<file path="config.mk">
export PLATFORM = sky130hd
export DESIGN_NAME = psg_top
export DESIGN_NICKNAME = d
export VERILOG_FILES = /design/src/logic/psg_pkg.sv /design/src/logic/psg_chan_if.sv /design/src/logic/psg_axil_regs.sv /design/src/logic/psg_tone_bank.sv /design/src/logic/psg_noise_chan.sv /design/src/logic/psg_pwm_mixer.sv /design/src/logic/psg_top.sv
export VERILOG_INCLUDE_DIRS = /design/src /design/src/logic
export SDC_FILE = /design/constraint.sdc
export NUM_CORES = 1
export LEC_CHECK = 0
export BUFFER_PORTS_ARGS = -buffer_cell sky130_fd_sc_hd__buf_4
export CORE_ASPECT_RATIO = 1.4
export CORE_MARGIN = 3
export CORE_UTILIZATION = 35
export CTS_BUF_LIST = sky130_fd_sc_hd__clkbuf_8
export DETAILED_ROUTE_END_ITERATION = 8
export SLEW_MARGIN = 20
export SYNTH_ARGS = -nofsm -noshare
export SYNTH_HDL_FRONTEND = slang
export SYNTH_SLANG_ARGS = --single-unit
</file>
<file path="constraint.sdc">
create_clock -name clk -period 3.95 [get_ports clk]
set_clock_uncertainty 0.15 [all_clocks]
set_input_delay 0.5925 -clock clk [delete_from_list [all_inputs] [get_ports clk]]
set_output_delay 0.5925 -clock clk [all_outputs]
set_load 0.01 [all_outputs]
</file>
<file path="src/logic/psg_defs.svh">
`ifndef PSG_DEFS_SVH
`define PSG_DEFS_SVH

`define PSG_ADDR_W    6
`define PSG_DATA_W    32
`define PSG_PERIOD_W  12
`define PSG_VOL_W     2
`define PSG_PWM_W     6
`define PSG_MID_LEVEL 32   // level with every channel silent

// register map, byte addresses
`define PSG_REG_CTRL  6'h00
`define PSG_REG_CH0   6'h04
`define PSG_REG_CH1   6'h08
`define PSG_REG_CH2   6'h0C
`define PSG_REG_CH3   6'h10

`define PSG_LFSR_SEED 15'h0001
`define PSG_LFSR_TAPS 15'h6000 // x^15 + x^14 + 1, right-shifting galois

`endif

</file>
<file path="src/logic/psg_pkg.sv">
`include "psg_defs.svh"

package psg_pkg;

  // period in audio ticks minus one
  typedef logic [`PSG_PERIOD_W-1:0] period_t;

  typedef logic [`PSG_VOL_W-1:0] vol_t;

  // mixed level, also the pwm compare value
  typedef logic [`PSG_PWM_W-1:0] level_t;

  typedef enum logic [1:0] {
    RESP_OKAY   = 2'b00,
    RESP_SLVERR = 2'b10
  } axi_resp_e;

endpackage

</file>
<file path="src/logic/psg_chan_if.sv">
interface psg_chan_if
  import psg_pkg::*;
();

  period_t period;
  vol_t    vol;
  logic    enable;
  logic    state;   // square or noise output bit

  modport regs (
    output period, vol, enable
  );

  modport gen (
    input  period, enable,
    output state
  );

  modport mix (
    input vol, enable, state
  );

endinterface

</file>
<file path="src/logic/psg_axil_regs.sv">
`include "psg_defs.svh"

module psg_axil_regs
  import psg_pkg::*;
(
  input  logic                      clk,
  input  logic                      rst_n,
  input  logic [`PSG_ADDR_W-1:0]    awaddr,
  input  logic                      awvalid,
  output logic                      awready,
  input  logic [`PSG_DATA_W-1:0]    wdata,
  input  logic [`PSG_DATA_W/8-1:0]  wstrb,
  input  logic                      wvalid,
  output logic                      wready,
  output logic [1:0]                bresp,
  output logic                      bvalid,
  input  logic                      bready,
  input  logic [`PSG_ADDR_W-1:0]    araddr,
  input  logic                      arvalid,
  output logic                      arready,
  output logic [`PSG_DATA_W-1:0]    rdata,
  output logic [1:0]                rresp,
  output logic                      rvalid,
  input  logic                      rready,
  psg_chan_if.regs                  chan [4]
);

  logic [3:0] ctrl_q;       // channel enables
  period_t    period_q [4];
  vol_t       vol_q [4];
  logic [4:0] wr_sel;       // one-hot: ctrl, ch0..ch3
  logic [4:0] rd_sel;
  logic       wr_hs;
  logic       rd_hs;

  function automatic logic [4:0] decode(input logic [`PSG_ADDR_W-1:0] addr);
    logic [4:0] sel;
    sel = '0;
    case (addr)
      `PSG_REG_CTRL: sel[0] = 1'b1;
      `PSG_REG_CH0:  sel[1] = 1'b1;
      `PSG_REG_CH1:  sel[2] = 1'b1;
      `PSG_REG_CH2:  sel[3] = 1'b1;
      `PSG_REG_CH3:  sel[4] = 1'b1;
      default:       sel = '0;    // unmapped or misaligned
    endcase
    return sel;
  endfunction

  function automatic logic [`PSG_DATA_W-1:0] read_word(input logic [4:0] sel);
    logic [`PSG_DATA_W-1:0] word;
    word = '0;
    if (sel[0])
      word[3:0] = ctrl_q;
    for (int i = 0; i < 4; i++) begin
      if (sel[i+1]) begin
        word[11:0]  = period_q[i];
        word[17:16] = vol_q[i];
      end
    end
    return word;
  endfunction

  assign wr_sel = decode(awaddr);
  assign rd_sel = decode(araddr);
  assign wr_hs  = awvalid && awready && wvalid && wready;
  assign rd_hs  = arvalid && arready;

  // write channel, address and data taken together
  always_ff @(posedge clk or negedge rst_n) begin
    if (!rst_n) begin
      awready <= 1'b0;
      wready  <= 1'b0;
      bvalid  <= 1'b0;
      bresp   <= RESP_OKAY;
    end else begin
      awready <= 1'b0;
      wready  <= 1'b0;
      if (awvalid && wvalid && !awready && !bvalid) begin
        awready <= 1'b1;
        wready  <= 1'b1;
      end
      if (wr_hs) begin
        bvalid <= 1'b1;
        bresp  <= (|wr_sel) ? RESP_OKAY : RESP_SLVERR;
      end else if (bvalid && bready) begin
        bvalid <= 1'b0;
      end
    end
  end

  always_ff @(posedge clk or negedge rst_n) begin
    if (!rst_n) begin
      ctrl_q <= '0;
      for (int i = 0; i < 4; i++) begin
        period_q[i] <= '0;
        vol_q[i]    <= '0;
      end
    end else if (wr_hs) begin
      if (wr_sel[0] && wstrb[0])
        ctrl_q <= wdata[3:0];
      for (int i = 0; i < 4; i++) begin
        if (wr_sel[i+1]) begin
          if (wstrb[0]) period_q[i][7:0]  <= wdata[7:0];
          if (wstrb[1]) period_q[i][11:8] <= wdata[11:8];
          if (wstrb[2]) vol_q[i]          <= wdata[17:16];
        end
      end
    end
  end

  // read channel, stalls while rvalid is pending
  always_ff @(posedge clk or negedge rst_n) begin
    if (!rst_n) begin
      arready <= 1'b0;
      rvalid  <= 1'b0;
      rresp   <= RESP_OKAY;
    end else begin
      arready <= arvalid && !arready && !rvalid;
      if (rd_hs) begin
        rvalid <= 1'b1;
        rresp  <= (|rd_sel) ? RESP_OKAY : RESP_SLVERR;
      end else if (rvalid && rready) begin
        rvalid <= 1'b0;
      end
    end
  end

  always_ff @(posedge clk) begin
    if (rd_hs)
      rdata <= read_word(rd_sel);   // zero for unmapped
  end

  for (genvar g = 0; g < 4; g++) begin : g_chan
    assign chan[g].period = period_q[g];
    assign chan[g].vol    = vol_q[g];
    assign chan[g].enable = ctrl_q[g];
  end

endmodule

</file>
<file path="src/logic/psg_tone_bank.sv">
module psg_tone_bank
  import psg_pkg::*;
(
  input  logic     clk,
  input  logic     rst_n,
  input  logic     tick,    // one clock in 64
  psg_chan_if.gen  chan [3]
);

  for (genvar g = 0; g < 3; g++) begin : g_tone
    period_t cnt_q;
    logic    state_q;

    // period counter, steps once per audio tick
    always_ff @(posedge clk or negedge rst_n) begin
      if (!rst_n) begin
        cnt_q   <= '0;
        state_q <= 1'b0;
      end else if (!chan[g].enable) begin
        // key-off, next enable starts as from reset
        cnt_q   <= '0;
        state_q <= 1'b0;
      end else if (tick) begin
        if (cnt_q == chan[g].period) begin
          cnt_q   <= '0;
          state_q <= ~state_q;     // half period done
        end else begin
          cnt_q <= cnt_q + 1'b1;
        end
      end
    end

    assign chan[g].state = state_q;
  end

endmodule

</file>
<file path="src/logic/psg_noise_chan.sv">
`include "psg_defs.svh"

module psg_noise_chan
  import psg_pkg::*;
(
  input  logic    clk,
  input  logic    rst_n,
  input  logic    tick,
  psg_chan_if.gen chan
);

  period_t     cnt_q;
  logic [14:0] lfsr_q;
  logic [14:0] lfsr_next;
  logic        state_q;

  // galois step, shift right and fold the taps in on a one
  assign lfsr_next = (lfsr_q >> 1) ^ (lfsr_q[0] ? `PSG_LFSR_TAPS : 15'h0000);

  always_ff @(posedge clk or negedge rst_n) begin
    if (!rst_n) begin
      cnt_q   <= '0;
      lfsr_q  <= `PSG_LFSR_SEED;
      state_q <= 1'b0;
    end else if (!chan.enable) begin
      cnt_q   <= '0;
      lfsr_q  <= `PSG_LFSR_SEED;   // re-key from the seed
      state_q <= 1'b0;
    end else if (tick) begin
      if (cnt_q == chan.period) begin
        cnt_q   <= '0;
        lfsr_q  <= lfsr_next;
        state_q <= lfsr_next[0];   // new bit 0 becomes the output
      end else begin
        cnt_q <= cnt_q + 1'b1;
      end
    end
  end

  assign chan.state = state_q;

endmodule

</file>
<file path="src/logic/psg_pwm_mixer.sv">
`include "psg_defs.svh"

module psg_pwm_mixer
  import psg_pkg::*;
(
  input  logic    clk,
  input  logic    rst_n,
  psg_chan_if.mix chan [4],
  output logic    tick,
  output logic    audio
);

  logic [`PSG_PWM_W-1:0] frame_cnt;
  level_t                level_d;
  level_t                level_q;   // held for a whole pwm frame
  logic [3:0]            en;
  logic [3:0]            st;
  vol_t                  vol [4];

  for (genvar g = 0; g < 4; g++) begin : g_unpack
    assign en[g]  = chan[g].enable;
    assign st[g]  = chan[g].state;
    assign vol[g] = chan[g].vol;
  end

  // free running, frame 0 starts at reset release
  always_ff @(posedge clk or negedge rst_n) begin
    if (!rst_n)
      frame_cnt <= '0;
    else
      frame_cnt <= frame_cnt + 1'b1;
  end

  assign tick = (frame_cnt == '1);

  // signed sum around mid level; the result always lands in 8..56,
  // so modulo-64 arithmetic gives the exact level
  always_comb begin
    level_t weight;
    level_d = level_t'(`PSG_MID_LEVEL);
    for (int i = 0; i < 4; i++) begin
      weight = level_t'({vol[i], 1'b0});    // 2 x vol
      if (en[i])
        level_d = st[i] ? level_d + weight : level_d - weight;
    end
  end

  always_ff @(posedge clk or negedge rst_n) begin
    if (!rst_n)
      level_q <= level_t'(`PSG_MID_LEVEL);
    else if (tick)
      level_q <= level_d;     // states from before this tick's update
  end

  assign audio = (frame_cnt <= level_q);  // level+1 high cycles per frame

endmodule

</file>
<file path="src/logic/psg_top.sv">
`include "psg_defs.svh"

module psg_top (
  input  logic                      clk,
  input  logic                      rst_n,
  input  logic [`PSG_ADDR_W-1:0]    awaddr,
  input  logic                      awvalid,
  output logic                      awready,
  input  logic [`PSG_DATA_W-1:0]    wdata,
  input  logic [`PSG_DATA_W/8-1:0]  wstrb,
  input  logic                      wvalid,
  output logic                      wready,
  output logic [1:0]                bresp,
  output logic                      bvalid,
  input  logic                      bready,
  input  logic [`PSG_ADDR_W-1:0]    araddr,
  input  logic                      arvalid,
  output logic                      arready,
  output logic [`PSG_DATA_W-1:0]    rdata,
  output logic [1:0]                rresp,
  output logic                      rvalid,
  input  logic                      rready,
  output logic                      audio
);

  logic tick;

  psg_chan_if chan [4] ();   // 0..2 tone, 3 noise

  psg_axil_regs u_regs (
    .clk     (clk),
    .rst_n   (rst_n),
    .awaddr  (awaddr),
    .awvalid (awvalid),
    .awready (awready),
    .wdata   (wdata),
    .wstrb   (wstrb),
    .wvalid  (wvalid),
    .wready  (wready),
    .bresp   (bresp),
    .bvalid  (bvalid),
    .bready  (bready),
    .araddr  (araddr),
    .arvalid (arvalid),
    .arready (arready),
    .rdata   (rdata),
    .rresp   (rresp),
    .rvalid  (rvalid),
    .rready  (rready),
    .chan    (chan)
  );

  psg_tone_bank u_tone_bank (
    .clk   (clk),
    .rst_n (rst_n),
    .tick  (tick),
    .chan  (chan[0:2])
  );

  psg_noise_chan u_noise_chan (
    .clk   (clk),
    .rst_n (rst_n),
    .tick  (tick),
    .chan  (chan[3])
  );

  psg_pwm_mixer u_pwm_mixer (
    .clk   (clk),
    .rst_n (rst_n),
    .chan  (chan),
    .tick  (tick),
    .audio (audio)
  );

endmodule

</file>
==> results <==
- The run finished, with violations left.
- The checks that failed: setup timing.
- The final clock period utilization by the worst path is 101.0%.
- The classification of the worst setup path is reg2reg.
- The Yosys step of the flow raised 0 warnings.
- The final weighted congestion in routability-driven placement is about 0.82.
- Cells with a size suffix above 1 make up between 20% and 30% of the layout.
- The final layout net count is approximately 970.
- The count of antenna diodes in the layout is 0.
- The startpoint identified for the worst register-to-register timing path is u_regs.chan[0].vol[0].
- The setup total negative slack is -39.35 ps.
- The CTS tree is done.
- The reg-to-reg setup timing slack is -40 ps.
- Synthesis instantiated 66 different standard cells from the library.
- The number of antenna violations at the first check in global routing is 0.
- The largest net degree at the start of global routing is 84.
- Among all flip-flop cells after synthesis, the most frequent one is dfrtp_1.
- The count of port buffers added during placement is 57.
- The end point of the critical path is u_pwm_mixer.level_q[5].
- The peak supply drop is around 230 uV.
- The via-per-instance ratio is ~5.2.
- Setup violations remaining at the end of the flow were counted as 1.
- The depth of the worst register-to-register path is 17.
- The final-report max-slew violation count was 0.
- From left edge to right edge, the die measures roughly 140 um.
- The sort of element at the start of the critical path is a register.
- Detailed placement ended at an HPWL of roughly 16 mm.
- From bottom edge to top edge, the die measures 192.9 um.
- The tool flagged a number of max-cap violations equal to 0.
- The analysis attributes to cell leakage a power of between 4 and 5 nW.
- The library cell used as clock root buffer is clkbuf_8.
- The post-CTS clock slew at the launch and capture registers of the worst setup and hold paths is around 90 ps.
- For this run, the register share of the synthesized area comes to a little under half.
- The starting density of the core is 36.04%.
- The critical-path maximum fanout is 3.
- The die covers around 0.027 mm^2.
- Derived from the worst setup path, the maximum achievable clock frequency is about 0.25 GHz.
- The synthesized design contains between 150 and 200 register bits.
- The proportion of register bits with asynchronous set or reset after synthesis is 91.14%.
- The H-tree generated during clock tree synthesis spans 4 levels.
- Setup repair after global routing could not meet its margin everywhere.
- The global-route usage over all layers is between 10% and 20%.
- The number of rows in the core area is 67.
- The wire length of the first global-routing pass is about 35 mm.
- The count of flip-flops with a built-in enable after synthesis is 14.
- The per-cell routed wire length is ~18 um.
- Clock tree synthesis inserted a total of 17 buffers.
- The final-report hold violation count came to 0.
- The detailed router finished its first iteration with about 300 violations.
- The routed layout has roughly 6400 vias.
- The worst slew margin relative to its limit is between 30 and 40%.
- The first detailed-routing pass took 5 iterations.
- Hold repair after CTS inserted 0 buffers.
- The worst min-delay path category is in2async.
- Synthesis produced ~800 cells.
- The worst setup path startpoint is u_regs.chan[0].vol[0].
- The arrival time reported for the critical path endpoint is 4230 ps.
- The total overflow reported by the global router is 0.
- During I/O placement, the number of pins put on the boundary was between 90 and 100.
- After detailed routing, the number of remaining DRC violations is 0.
- The required time at the endpoint of the critical path is around 4200 ps.
- At the end of the flow the core is filled with cells to 41.52%.
- The routed wire length is 22.02 mm.
- The post-synthesis area per instance is roughly 11 um^2.
- The area inside the core boundary is 0.02423 mm^2.
- The capture instance of the worst register-to-register path is u_pwm_mixer.level_q[5].
- The via count of the first global-routing pass is around 6400.
- The source-to-sink clock delay at the later pin of the worst-skew pair is about 470 ps.
- After layout, the worst setup slack is -39.35 ps.
- The clock sink total is ~160.
- STA classifies the critical path endpoint as a register.
- At the pin with the least slew margin, the transition time is ~910 ps.
- The detail route stage leaves a number of antenna-violating nets equal to 0.
- The minimum period implied by the final worst setup slack is around 4000 ps.
- The growth of design area from synthesis to finish is 15.20%.
- The maximum buffer depth of the clock tree is 2.
- The power per standard cell area is 316.0 mW/mm^2.
- The synthesized area is ~0.0087 mm^2.
## worst min-delay path by stage
stage / start / end / slack [ps]
after floorplan: rst_n / u_noise_chan.chan.state / 150
after global placement: u_regs.arready / u_regs.arready / 290
after detailed placement: u_regs.arready / u_regs.arready / 300
after CTS: rst_n / u_noise_chan.chan.state / 60
after global routing: rst_n / u_pwm_mixer.frame_cnt[2] / 80
final: rst_n / u_pwm_mixer.frame_cnt[2] / 40
## worst max-delay path, stage by stage (launching register included)
cell and delay [ps]:
dfrtp_1 350, inv_1 50, ha_1 270, mux2i_1 180, nor2_1 110, fa_2 360, inv_2 60, fa_1 420
mux2i_2 240, ha_4 250, xor2_1 140, mux2_4 280, ha_4 230, a21o_1 180, a21oi_2 150, mux2i_2 250
a211o_1 150, o211ai_2 80
## state kept, by name (all words and copies together), names as in the netlist, 3 cells and up
name	flops
u_regs.ctrl_q	4
u_pwm_mixer.frame_cnt	6
u_regs.chan.period	48
u_tone_bank.g_tone.cnt_q	36
u_noise_chan.cnt_q	12
u_regs.rdata	14
u_regs.chan.vol	8
u_pwm_mixer.level_q	5
u_noise_chan.lfsr_q	15
u_tone_bank.chan.state	3
## cell usage in the layout (no fill, tap or decap), types with 7 or more instances in the layout
master	count
a21oi_1	23
a22oi_1	10
and2_1	12
and3_1	10
and4_1	7
buf_4	82
clkbuf_8	21
conb_1	20
dfrtp_1	142
edfxtp_1	14
ha_1	20
inv_1	23
mux2_2	73
mux2i_1	19
nand2_1	68
nand3_1	26
nand4_1	26
nor2_1	56
nor4_1	15
o21ai_0	26
o22ai_1	8
xor2_1	75
## power breakdown
part | internal (mW) | switching [mW] | total [mW]
sequential | 1.66 | 0.0161 | 1.67
clock | 0.688 | 0.619 | 1.31
combinational | 0.0751 | 0.125 | 0.200
total | 2.42 | 0.759 | 3.18
## cell usage after synthesis, types with 4 or more instances
master	instances	share of area [%]
clkbuf_1	21	0.90
a31oi_1	6	0.43
a21oi_1	25	1.4
o21a_1	5	0.43
xor2_1	75	7.5
o22ai_1	8	0.57
buf_4	22	1.9
mux2i_1	21	2.4
a21o_1	5	0.43
xnor2_1	6	0.60
a21boi_0	4	0.34
nor2b_1	6	0.43
buf_2	4	0.23
nand3_1	26	1.5
o21ai_0	26	1.5
and4_1	7	0.70
a22oi_1	10	0.86
and2_1	12	0.86
edfxtp_1	14	4.8
inv_1	24	1.0
or3_1	6	0.43
nand4_1	26	1.9
nand2_1	68	2.9
and3_1	10	0.72
nor4_1	15	1.1
ha_1	25	3.6
nor3_1	5	0.29
nor2_1	56	2.4
mux2_2	76	9.8
nor3b_1	5	0.43
a22o_1	4	0.40
dfrtp_1	142	41
fa_1	4	0.92
## metal layers
layer  part of all wire [%]  GRT usage [%]  wire length (um)
met4                    2.2          6.363               483
met1                     41          20.09              9047
met5                      0              0                 0
met3                    4.6          2.851              1015
met2                     52          29.65             11480
## layout make-up
class                   count  area [um^2]
flip-flops and latches    158         4026
clock inverters            11        141.4
inverters                  25        93.84
multi-input cells         604         4494
well taps                 310        387.9
clock buffers              21        289.0
repair buffers             83        626.9
fillers                  2319        14170
## cells by family (layout without fill, tap and decap cells)
family	count (synthesis)	after routing	share of synthesized area, %
compound gates	107	107	7.680
buf+inv	75	140	4.227
xor+xnor	81	81	8.124
flops	158	158	46.11
other cells	1	20	0.04294
fa+ha+maj	29	29	4.499
simple gates	266	266	16.03
mux	101	101	13.28
## metrics by stage
step,setup slack [ps],cell area [um^2],hold slack (ps),cells,power [mW]
final,-39.35,10060,36.85,1212,3.179
after global routing,-223.6,10060,81.00,1212,3.296
after CTS,-45.34,10020,55.03,1211,3.218
after detailed placement,-203.3,9540,296.4,1178,1.908
after global placement,-132.6,9540,289.1,1178,1.904
after floorplan,58.06,8816,146.9,837,1.797
## repair_timing
action,4_1_cts,5_1_grt
pin swaps,6,3
setup endpoints to repair,2,3
gates resized for setup,10,6
setup buffers,1,1
Power figures use the tool's default switching activity.
